==> src/logic/core_params.svh <==
`ifndef CORE_PARAMS_SVH
`define CORE_PARAMS_SVH

// Sound CPU ROM base in SDRAM
`define CORE_SND_BASE 18'h20000

// Start of the region that also goes to port 2
`define CORE_SPR_BASE 25'h30000

// Core reset cycles after the last reset cause, short for simulation
`define CORE_RESET_HOLD 16'd64

`endif
==> src/logic/arcade_pkg.sv <==
package arcade_pkg;

	// Controls of one player, active high
	typedef struct packed {
		logic fire_b;
		logic fire_a;
		logic up;
		logic down;
		logic left;
		logic right;
	} player_t;

	// Shared cabinet inputs
	typedef struct packed {
		logic coin1;
		logic coin2;
		logic start1;
		logic start2;
		logic service;
	} cabinet_t;

	// Bit 0 set means the monitor is turned, so the sticks are rotated
	typedef logic [1:0] orient_t;

	// One SDRAM write port
	typedef struct packed {
		logic [22:0] addr; // Word address
		logic [1:0]  ds;   // Byte select, upper then lower
		logic [15:0] data;
	} sdram_wr_t;

endpackage

==> src/logic/rom_dl_if.sv <==
`timescale 1ns/1ns

interface rom_dl_if;
	logic        download; // High for the whole transfer
	logic [7:0]  index;
	logic        wr;       // Byte valid where this rises
	logic [24:0] addr;
	logic [7:0]  dout;

	modport source (output download, output index, output wr, output addr, output dout);
	modport sink (input download, input index, input wr, input addr, input dout);
endinterface

==> src/logic/mist_arcade_shell.sv <==
`timescale 1ns/1ns

module mist_arcade_shell (
	input  logic                  clk_sys,
	input  logic                  rst_n_i,
	input  logic [31:0]           status_i,
	input  logic [1:0]            buttons_i,
	input  logic [6:0]            core_mod_i,
	input  logic                  ioctl_download_i,
	input  logic [7:0]            ioctl_index_i,
	input  logic                  ioctl_wr_i,
	input  logic [24:0]           ioctl_addr_i,
	input  logic [7:0]            ioctl_dout_i,
	input  logic [7:0]            joystick_0_i,
	input  logic [7:0]            joystick_1_i,
	input  logic                  snd_vma_i,
	input  logic [15:0]           snd_rom_addr_i,
	input  logic [11:0]           audio_i,
	output logic                  port1_req_o,
	output arcade_pkg::sdram_wr_t port1_o,
	output logic                  port2_req_o,
	output arcade_pkg::sdram_wr_t port2_o,
	output logic                  port_we_o,
	output logic [17:0]           snd_addr_o,
	output logic                  core_reset_o,
	output logic                  led_o,
	output arcade_pkg::player_t   player1_o,
	output arcade_pkg::player_t   player2_o,
	output arcade_pkg::cabinet_t  cabinet_o,
	output logic [7:0]            dsw_o,
	output arcade_pkg::orient_t   orient_o,
	output logic                  audio_o
);

	rom_dl_if u_dl ();

	assign u_dl.download = ioctl_download_i;
	assign u_dl.index    = ioctl_index_i;
	assign u_dl.wr       = ioctl_wr_i;
	assign u_dl.addr     = ioctl_addr_i;
	assign u_dl.dout     = ioctl_dout_i;

	rom_loader u_rom_loader (
		.clk_sys        (clk_sys),
		.rst_n_i        (rst_n_i),
		.dl             (u_dl.sink),
		.snd_vma_i      (snd_vma_i),
		.snd_rom_addr_i (snd_rom_addr_i),
		.port1_req_o    (port1_req_o),
		.port1_o        (port1_o),
		.port2_req_o    (port2_req_o),
		.port2_o        (port2_o),
		.port_we_o      (port_we_o),
		.snd_addr_o     (snd_addr_o)
	);

	reset_sequencer u_reset_sequencer (
		.clk_sys        (clk_sys),
		.rst_n_i        (rst_n_i),
		.dl             (u_dl.sink),
		.status_reset_i (status_i[0]),
		.button_reset_i (buttons_i[1]),
		.core_reset_o   (core_reset_o),
		.led_o          (led_o)
	);

	control_mapper u_control_mapper (
		.core_mod_i   (core_mod_i),
		.status_i     (status_i),
		.joystick_0_i (joystick_0_i),
		.joystick_1_i (joystick_1_i),
		.player1_o    (player1_o),
		.player2_o    (player2_o),
		.cabinet_o    (cabinet_o),
		.dsw_o        (dsw_o),
		.orient_o     (orient_o)
	);

	sigma_delta_dac #(
		.DAC_BITS (12)
	) u_dac (
		.clk_sys  (clk_sys),
		.rst_n_i  (rst_n_i),
		.sample_i (audio_i),
		.dac_o    (audio_o)
	);

endmodule

==> src/logic/sigma_delta_dac.sv <==
`timescale 1ns/1ns

module sigma_delta_dac #(
	parameter int DAC_BITS = 12
) (
	input  logic                clk_sys,
	input  logic                rst_n_i,
	input  logic [DAC_BITS-1:0] sample_i,
	output logic                dac_o
);
	logic [DAC_BITS-1:0] acc;
	logic [DAC_BITS:0]   sum;

	assign sum = {1'b0, acc} + {1'b0, sample_i};

	always_ff @(posedge clk_sys or negedge rst_n_i) begin
		if (!rst_n_i) begin
			acc   <= '0;
			dac_o <= 1'b0;
		end else begin
			acc   <= sum[DAC_BITS-1:0];
			dac_o <= sum[DAC_BITS]; // Carry is the pulse density
		end
	end

endmodule

==> src/logic/control_mapper.sv <==
`timescale 1ns/1ns

module control_mapper (
	input  logic [6:0]           core_mod_i,
	input  logic [31:0]          status_i,
	input  logic [7:0]           joystick_0_i,
	input  logic [7:0]           joystick_1_i,
	output arcade_pkg::player_t  player1_o,
	output arcade_pkg::player_t  player2_o,
	output arcade_pkg::cabinet_t cabinet_o,
	output logic [7:0]           dsw_o,
	output arcade_pkg::orient_t  orient_o
);
	import arcade_pkg::*;

	logic       one_player;
	logic       rotate;
	logic [7:0] stick_a;
	logic [7:0] stick_b;

	// Stick bits are right, left, down, up, fire A, fire B, coin, start
	function automatic player_t map_stick(input logic [7:0] joy, input logic rot);
		player_t p;
		p.fire_b = joy[5];
		p.fire_a = joy[4];
		if (rot) begin
			p.up    = joy[0];
			p.right = joy[2];
			p.down  = joy[1];
			p.left  = joy[3];
		end else begin
			p.up    = joy[3];
			p.right = joy[0];
			p.down  = joy[2];
			p.left  = joy[1];
		end
		return p;
	endfunction

	// Per-game profile
	always_comb begin
		orient_o   = 2'b10;
		one_player = 1'b1;
		case (core_mod_i)
			7'h3: one_player = 1'b0;
			7'h6: orient_o = 2'b11;
			7'hB: orient_o = 2'b01;
			default: ;
		endcase
	end

	assign rotate  = status_i[2] && orient_o[0];
	assign stick_a = status_i[6] ? joystick_1_i : joystick_0_i;
	assign stick_b = status_i[6] ? joystick_0_i : joystick_1_i;

	assign player1_o = map_stick(stick_a, rotate);
	assign player2_o = map_stick(one_player ? stick_a : stick_b, rotate);

	assign cabinet_o.coin1   = stick_a[6];
	assign cabinet_o.coin2   = stick_b[6];
	assign cabinet_o.start1  = stick_a[7];
	assign cabinet_o.start2  = stick_b[7];
	assign cabinet_o.service = status_i[7];

	assign dsw_o = {4'hf, ~status_i[11:8]}; // Coinage fixed

endmodule

==> src/logic/reset_sequencer.sv <==
`timescale 1ns/1ns
`include "core_params.svh"

module reset_sequencer (
	input  logic   clk_sys,
	input  logic   rst_n_i,
	rom_dl_if.sink dl,
	input  logic   status_reset_i,
	input  logic   button_reset_i,
	output logic   core_reset_o,
	output logic   led_o
);
	logic        download_d;
	logic        rom_loaded;
	logic        cause;
	logic [15:0] hold_cnt;
	logic [15:0] hold_nxt;

	assign cause = status_reset_i || button_reset_i || !rom_loaded;

	always_comb begin
		if (cause)
			hold_nxt = `CORE_RESET_HOLD;
		else if (hold_cnt != 16'd0)
			hold_nxt = hold_cnt - 16'd1;
		else
			hold_nxt = 16'd0;
	end

	always_ff @(posedge clk_sys or negedge rst_n_i) begin
		if (!rst_n_i) begin
			download_d   <= 1'b0;
			rom_loaded   <= 1'b0;
			hold_cnt     <= `CORE_RESET_HOLD;
			core_reset_o <= 1'b1;
		end else begin
			download_d <= dl.download;
			if (download_d && !dl.download)
				rom_loaded <= 1'b1; // End of the first transfer
			hold_cnt     <= hold_nxt;
			core_reset_o <= hold_nxt != 16'd0;
		end
	end

	assign led_o = ~dl.download; // Lit when idle

endmodule

==> src/logic/rom_loader.sv <==
`timescale 1ns/1ns
`include "core_params.svh"

module rom_loader (
	input  logic                  clk_sys,
	input  logic                  rst_n_i,
	rom_dl_if.sink                dl,
	input  logic                  snd_vma_i,
	input  logic [15:0]           snd_rom_addr_i,
	output logic                  port1_req_o,
	output arcade_pkg::sdram_wr_t port1_o,
	output logic                  port2_req_o,
	output arcade_pkg::sdram_wr_t port2_o,
	output logic                  port_we_o,
	output logic [17:0]           snd_addr_o
);
	logic        wr_last;
	logic        wr_rise;
	logic [24:0] spr_addr;
	logic        snd_vma_r;
	logic        snd_vma_r2;

	assign wr_rise  = dl.download && dl.wr && !wr_last;
	assign spr_addr = dl.addr - `CORE_SPR_BASE; // Port 2 starts at the sprite base

	// Byte lanes picked by the low address bit
	assign port1_o.addr = dl.addr[23:1];
	assign port1_o.ds   = {dl.addr[0], ~dl.addr[0]};
	assign port1_o.data = {dl.dout, dl.dout};

	assign port2_o.addr = spr_addr[23:1];
	assign port2_o.ds   = {spr_addr[0], ~spr_addr[0]};
	assign port2_o.data = {dl.dout, dl.dout};

	assign port_we_o = dl.download;

	always_ff @(posedge clk_sys or negedge rst_n_i) begin
		if (!rst_n_i) begin
			wr_last     <= 1'b0;
			port1_req_o <= 1'b0;
			port2_req_o <= 1'b0;
		end else begin
			wr_last <= dl.wr;
			if (wr_rise) begin
				port1_req_o <= ~port1_req_o; // Controller sees the change
				if (dl.addr >= `CORE_SPR_BASE)
					port2_req_o <= ~port2_req_o;
			end
		end
	end

	// Sound CPU strobe comes from its own enable timing
	always_ff @(posedge clk_sys or negedge rst_n_i) begin
		if (!rst_n_i) begin
			snd_vma_r  <= 1'b0;
			snd_vma_r2 <= 1'b0;
			snd_addr_o <= '0;
		end else begin
			snd_vma_r  <= snd_vma_i;
			snd_vma_r2 <= snd_vma_r;
			if (snd_vma_r2)
				snd_addr_o <= {2'b00, snd_rom_addr_i} + `CORE_SND_BASE;
		end
	end

endmodule

==> config.mk <==
export PLATFORM = sky130hd
export DESIGN_NAME = mist_arcade_shell
export DESIGN_NICKNAME = d
export VERILOG_FILES = /design/src/logic/arcade_pkg.sv /design/src/logic/rom_dl_if.sv /design/src/logic/mist_arcade_shell.sv /design/src/logic/sigma_delta_dac.sv /design/src/logic/control_mapper.sv /design/src/logic/reset_sequencer.sv /design/src/logic/rom_loader.sv
export VERILOG_INCLUDE_DIRS = /design/src /design/src/logic
export SDC_FILE = /design/constraint.sdc
export NUM_CORES = 1
export LEC_CHECK = 0
export BUFFER_PORTS_ARGS = -buffer_cell sky130_fd_sc_hd__buf_2
export CAP_MARGIN = 30
export CORE_ASPECT_RATIO = 1.75
export CORE_MARGIN = 2
export CORE_UTILIZATION = 25
export CTS_BUF_LIST = sky130_fd_sc_hd__clkbuf_4 sky130_fd_sc_hd__clkbuf_8
export CTS_CLUSTER_DIAMETER = 30
export DETAILED_ROUTE_END_ITERATION = 10
export HOLD_SLACK_MARGIN = 0.02
export SLEW_MARGIN = 20
export SYNTH_ARGS = -nofsm -noshare
export SYNTH_HDL_FRONTEND = slang
export SYNTH_SLANG_ARGS = --single-unit
==> constraint.sdc <==
create_clock -name clk_sys -period 2.1 [get_ports clk_sys]
set_clock_uncertainty 0.05 [all_clocks]
set_input_delay 0.21 -clock clk_sys [delete_from_list [all_inputs] [get_ports clk_sys]]
set_output_delay 0.21 -clock clk_sys [all_outputs]
set_load 0.05 [all_outputs]
* Yosys cells after proc, flatten, opt, wreduce, memory -nomap -nowiden
Cells that the tools add are included.
W data, S select, Z words.
** Operators by class
- $add $sub $neg :: 4
- Order comparisons :: 1
- Equality and inequality tests :: 3
- Multiplexer cells :: 8
- Bitwise logic cells :: 6
- Reductions and logical operators :: 12
** Operator list (count)
- $mux W16 :: 2
- $reduce_bool A16 Y1 :: 2
- $ge A25 B18 Y1 const B :: 1
- $sub A24 B18 Y24 const B :: 1
- $add A16 B18 Y18 const B :: 1
- $mux W8 :: 2
- $sub A16 B1 Y16 const B :: 1
- $add A12 B12 Y13 :: 1
- $mux W4 :: 2
- $eq A7 B2 Y1 const B :: 1
- $eq A7 B3 Y1 const B :: 1
- $eq A7 B4 Y1 const B :: 1
- $mux W6 :: 1
- $not A1 Y1 :: 5
- $logic_and A1 B1 Y1 :: 4
- $not A4 Y4 :: 1
- $pmux W2 S2 :: 1
- $logic_not A1 Y1 :: 3
- $logic_or A1 B1 Y1 :: 2
- $reduce_and A2 Y1 :: 1
** Word-level totals
- Flip-flop bits (word level) :: 55
- Input bits :: 131
- Output and inout bits :: 133
- Word-level logic and storage cells :: 46

* Depth between registers and ports, before layout
- Depth in word-level cells :: 4
- Mapped depth :: 9
- Depth with buffers taken out :: 9

* Cells and area by module
From an unflattened synthesis, not the netlist that was laid out.
** Unflattened totals
- Cell total of the unflattened synthesis :: 410
- Area total of the unflattened synthesis :: 3992.6 µm²
** By module, submodules not included
- rom_loader :: instances 1, cells an instance 138, area an instance 1473.9 µm², seq. area each 550.5 µm²
- reset_sequencer :: instances 1, cells an instance 114, area an instance 1034.7 µm², seq. area each 478.0 µm²
- sigma_delta_dac :: instances 1, cells an instance 95, area an instance 953.4 µm², seq. area each 325.3 µm²
- control_mapper :: instances 1, cells an instance 63, area an instance 530.5 µm², seq. area each 0.0 µm²

* Worst setup path before layout
Ideal clock, no wire load.
- Path type :: input to output
- Start :: input port core_mod_i[5]
- End :: output port player1_o[3] (netlist name)
- Arrival :: 3.093 ns
- Data required time :: 1.840 ns
- Setup slack :: -1.253 ns
- Stages :: 5
- Path buffers :: 0
- Cells stage by stage :: or4b_4 -> a21oi_1 -> nand2_1 -> mux2i_1 -> mux2i_1
** RTL lines
- start, declared :: RTL line mist_arcade_shell.sv:8 : input logic [6:0] core_mod_i,
- end, declared :: RTL line mist_arcade_shell.sv:27 : output arcade_pkg::player_t player1_o,

==> tab_implementation.tex <==
\begin{tabular}{lr}
\hline
Metric & Value \\
\hline
\multicolumn{2}{l}{\textbf{GRT}} \\
\quad Number of global-route vias before repair & 3013 \\
\quad Number of antenna violations at the first check in global routing & 0 \\
\quad Pin count of the biggest net entering global routing & 26 \\
\quad Global routing usage summed across all routing layers & 0.1080 \\
\quad Total congestion overflow after global routing & 0 \\
\quad Global-route wire length before repair & 13.41 mm \\
\multicolumn{2}{l}{\textbf{Yosys}} \\
\quad Post-Synth XOR/XNOR Area & 0.07315 \\
\quad Post-synthesis instance area & 3695 sq um \\
\quad Count of flip-flops with a built-in enable after synthesis & 0 \\
\quad Most frequent cells after synthesis & buf\_4 (80), dfrtp\_1 (52), nor2\_1 (35) \\
\quad Complex-gate fraction of the synthesized area & 0.07078 \\
\quad Number of standard cells after synthesis & approximately 370 \\
\quad Dominant combinational cell family by area after synthesis & buffers and inverters \\
\quad Synth warn & 0 \\
\quad Adder and majority gate portion of the synthesized area & 0.05283 \\
\quad Top cell type by total area after synthesis & dfrtp\_1 \\
\quad Yosys top cell area share & 0.3522 \\
\quad Part of the Yosys area used for sequential elements & 0.3664 \\
\quad Leading post-synthesis cells by cell area & dfrtp\_1 (35\%), buf\_4 (16\%), mux2\_2 (7.3\%), ha\_1 (4.7\%), xnor2\_1 (4.5\%) \\
\quad Multiplexer share of the synthesized area & 0.1172 \\
\quad Simple-gate share of the synthesized area & 0.1307 \\
\quad Post-synthesis area per instance & 9.906 sq um \\
\quad Post-synthesis cell type count & 46 \\
\quad Flops \& latches, synth & 54 \\
\quad Async set-reset flop share out of synthesis & 1.000 \\
\quad Most used flip-flop cell after synthesis & dfrtp\_1 \\
\quad Most repeated cell in the gate-level netlist after synthesis & buf\_4 \\
\multicolumn{2}{l}{\textbf{CTS}} \\
\quad Num CTS Buffers & 5 \\
\quad CTS tree & yes \\
\quad H-tree levels & 2 \\
\quad Clock-pin transition on the worst setup and hold timing paths & 0.10 ns \\
\quad Sink count of the clock tree & 54 \\
\quad Clock root cell & clkbuf\_8 \\
\quad Max clock buf depth & 2 \\
\quad Worst-skew pair later-pin latency & 0.30 ns \\
\multicolumn{2}{l}{\textbf{STA}} \\
\quad Number of endpoints failing setup at the final stage & 10 \\
\quad Worst-case setup margin in the final layout & -0.2952 ns \\
\quad Setup repair after global routing missed its margin & yes \\
\quad Worst slack on hold paths & 0.07447 ns \\
\quad Final critical path time including I/O delays and setup & 2.395 ns \\
\quad Max-Slew Margin vs Limit & 0.4872 \\
\quad Final period util & 1.141 \\
\quad Slew at the pin with the worst max-slew slack & 0.7692 ns \\
\quad F\_max & approximately 420 MHz \\
\quad Final-report hold violation count & 0 \\
\quad Final max-slew violation count & 0 \\
\quad TNS Setup & -2.457 ns \\
\multicolumn{2}{l}{\textbf{Worst setup path}} \\
\quad Slowest cell on crit path & or4b\_4 \\
\quad Worst setup path category & in -> out \\
\quad Longest individual stage delay on the worst path & 0.55 ns \\
\quad Data required time of the worst path & 1.84 ns \\
\quad Kind of start point of the critical path & input port \\
\quad Worst path top cell family by delay & simple AND/OR/NAND/NOR gates \\
\quad Buffers plus inverters on the worst setup path & 2 \\
\quad Reg2Reg Setup Slack & $\sim$0.05 ns \\
\quad Arrival time at the worst endpoint & 2.14 ns \\
\quad Critical path, cell by cell & buf\_6 > or4b\_4 > nor4b\_4 > xnor2\_4 > mux2i\_4 > mux2i\_4 > buf\_6 \\
\quad Crit Path Max Fanout & 6 \\
\quad Category of the worst setup path capture point & primary output \\
\multicolumn{2}{l}{\textbf{Drt}} \\
\quad Routed wire length & 8.605 mm \\
\quad \# DRC & 0 \\
\quad Detail-routed via count per cell & around 4.4 \\
\quad Number of DRC markers after the initial detailed-route iteration & between 80 and 90 \\
\quad Total number of vias & 2893 \\
\quad Routed wire length per instance & $\sim$13 microns \\
\quad Final ANT Viol Nets & 0 \\
\quad Number of optimization iterations in the first detailed-route pass & 4 \\
\multicolumn{2}{l}{\textbf{Placement}} \\
\quad Placed cell count & 632 \\
\quad Final HPWL from detailed placement & 6.845 mm \\
\quad Final GP Congestion & 0.7906 \\
\quad Total of buffers placed on input and output ports & 138 \\
\multicolumn{2}{l}{\textbf{Pwr}} \\
\quad Pwr Density & between 800 and 900 nW/um\^{}2 \\
\quad Leakage dissipation & 2.177 nW \\
\quad Peak supply drop & 0.5905 mV \\
\multicolumn{2}{l}{\textbf{Floorplanning}} \\
\quad I/O pins & 264 \\
\quad Vertical extent of the die & 164.8 microns \\
\quad Die area & $\sim$16000 sq um \\
\quad Effective utilization at floorplan & 0.2558 \\
\quad Standard-cell row count & between 50 and 60 \\
\quad Area inside the core boundary & 14440 sq um \\
\quad Chip Width & 95.90 microns \\
\multicolumn{2}{l}{\textbf{Finish}} \\
\quad P\&R area growth vs syn & 29.02\% \\
\quad Share of post-route cells with drive strength above 1 & 0.5223 \\
\quad Final instance count without filler cells & 651 \\
\quad Antenna fix cells & 0 \\
\quad Net count, final & approximately 620 \\
\multicolumn{2}{l}{\textbf{Flow run}} \\
\quad Max-capacitance violation count & 0 \\
\multicolumn{2}{l}{\textbf{Hold path}} \\
\quad Classification of the worst-slack hold path & in -> reg \\
\multicolumn{2}{l}{\textbf{Outcome}} \\
\quad Failing checks & setup timing \\
\quad Outcome & finished with violations \\
\hline
\end{tabular}
## cell type report
cell class / instances / area (sq um)
inverter: 16 / 60.06
tap: 180 / 225.2
sequential: 54 / 1355
fill: 1446 / 9674
clock buffer: 7 / 83.83
timing repair buffer: 175 / 1072
multi-input combinational: 218 / 1941
clock inverter: 1 / 30.03
## where the power goes
part	total (mW)	internal, mW	switching, mW
registers	1.37	1.26	0.114
logic	2.06	0.867	1.19
clock network	0.726	0.383	0.342
total	4.15	2.51	1.65
## state kept, by name, indices dropped and copies added (netlist names)
name / flops
u_rom_loader.snd_vma_r2: 1
u_rom_loader.snd_vma_r: 1
u_dac.acc: 12
u_dac.dac_o: 1
u_rom_loader.snd_addr_o: 17
u_reset_sequencer.core_reset_o: 1
u_reset_sequencer.rom_loaded: 1
u_reset_sequencer.download_d: 1
u_rom_loader.wr_last: 1
u_rom_loader.port2_req_o: 1
u_rom_loader.port1_req_o: 1
u_reset_sequencer.hold_cnt: 16
## metrics by stage
step                      utilization  worst slack, ns  total power [mW]  cell area (sq um)
after detailed placement       0.3014          -0.3510             3.285               4353
after global routing           0.3301          -0.3624             4.460               4767
after global placement         0.3014          -0.3328             3.234               4353
final                          0.3301          -0.2952             4.152               4767
after CTS                      0.3214          -0.3388             4.107               4642
after floorplan                     -          -0.1549             3.099               3872
## path summary, 6_finish.rpt
check | start | endpoint | depth (start not counted)
max | core_mod_i[5] | player1_o[2] | 7
min | snd_rom_addr_i[4] | u_rom_loader.snd_addr_o[4] | 2
max reg2reg | u_reset_sequencer.hold_cnt[3] | u_reset_sequencer.core_reset_o | 7
min reg2reg | u_rom_loader.snd_vma_r | u_rom_loader.snd_vma_r2 | 0
max in group asynchronous | rst_n_i | u_reset_sequencer.hold_cnt[6] | 3
min in group asynchronous | rst_n_i | u_dac.acc[0] | 2
## worst register-to-register path, cell delays in order, from the launching register on
cell	delay, ns
dfrtp_2	0.44
or4_4	0.56
buf_6	0.14
nor2_2	0.06
a21oi_1	0.06
o31a_1	0.32
nor4_2	0.24
a21oi_1	0.12
## logic make-up (layout without fill, tap and decap cells)
group / after synthesis / after routing
other: 2 / 5
and+or+nand+nor: 88 / 88
muxes: 39 / 39
DFF: 54 / 54
adders and majority gates: 15 / 15
buffers and inverters: 104 / 199
AOI/OAI and AO/OA: 41 / 41
xor gates and xnor gates: 30 / 30
## cells in the final DEF, fill, tap and decap left out, types with 3 or more instances in the layout
| master | instances |
|---|---|
| mux2i_1 | 3 |
| nor4_1 | 4 |
| nor3_2 | 3 |
| mux2i_4 | 11 |
| xnor2_1 | 19 |
| a21oi_1 | 10 |
| nor2_1 | 34 |
| o21ai_0 | 6 |
| clkbuf_8 | 5 |
| nand3_1 | 4 |
| buf_4 | 28 |
| o21a_1 | 3 |
| buf_2 | 128 |
| buf_6 | 13 |
| dlygate4sd3_1 | 4 |
| inv_1 | 15 |
| dfrtp_1 | 51 |
| nand4_1 | 3 |
| conb_1 | 5 |
| mux2_2 | 23 |
| nor4_2 | 3 |
| o31ai_1 | 3 |
| xor2_1 | 10 |
| ha_1 | 13 |
| nor3_1 | 8 |
| a21o_1 | 6 |
| nand2_1 | 10 |
## per-layer routing
metal	vias up	part of all wire	track usage
met2	119	0.57	0.2142
met1	1357	0.33	0.09629
met5	-	0	0
met4	0	0.040	0.06753
met3	31	0.063	0.01688
li1	1386	-	-
## repair_timing
item / CTS / global route
buffers inserted: 3 / 4
resized for setup: 24 / 28
hold buffers: 4 / 0
pin swaps: 5 / 13
hold endpoints to repair: 26 / 0
endpoints found under the setup margin: 14 / 15
No activity file was read; power rests on OpenSTA's default activity.
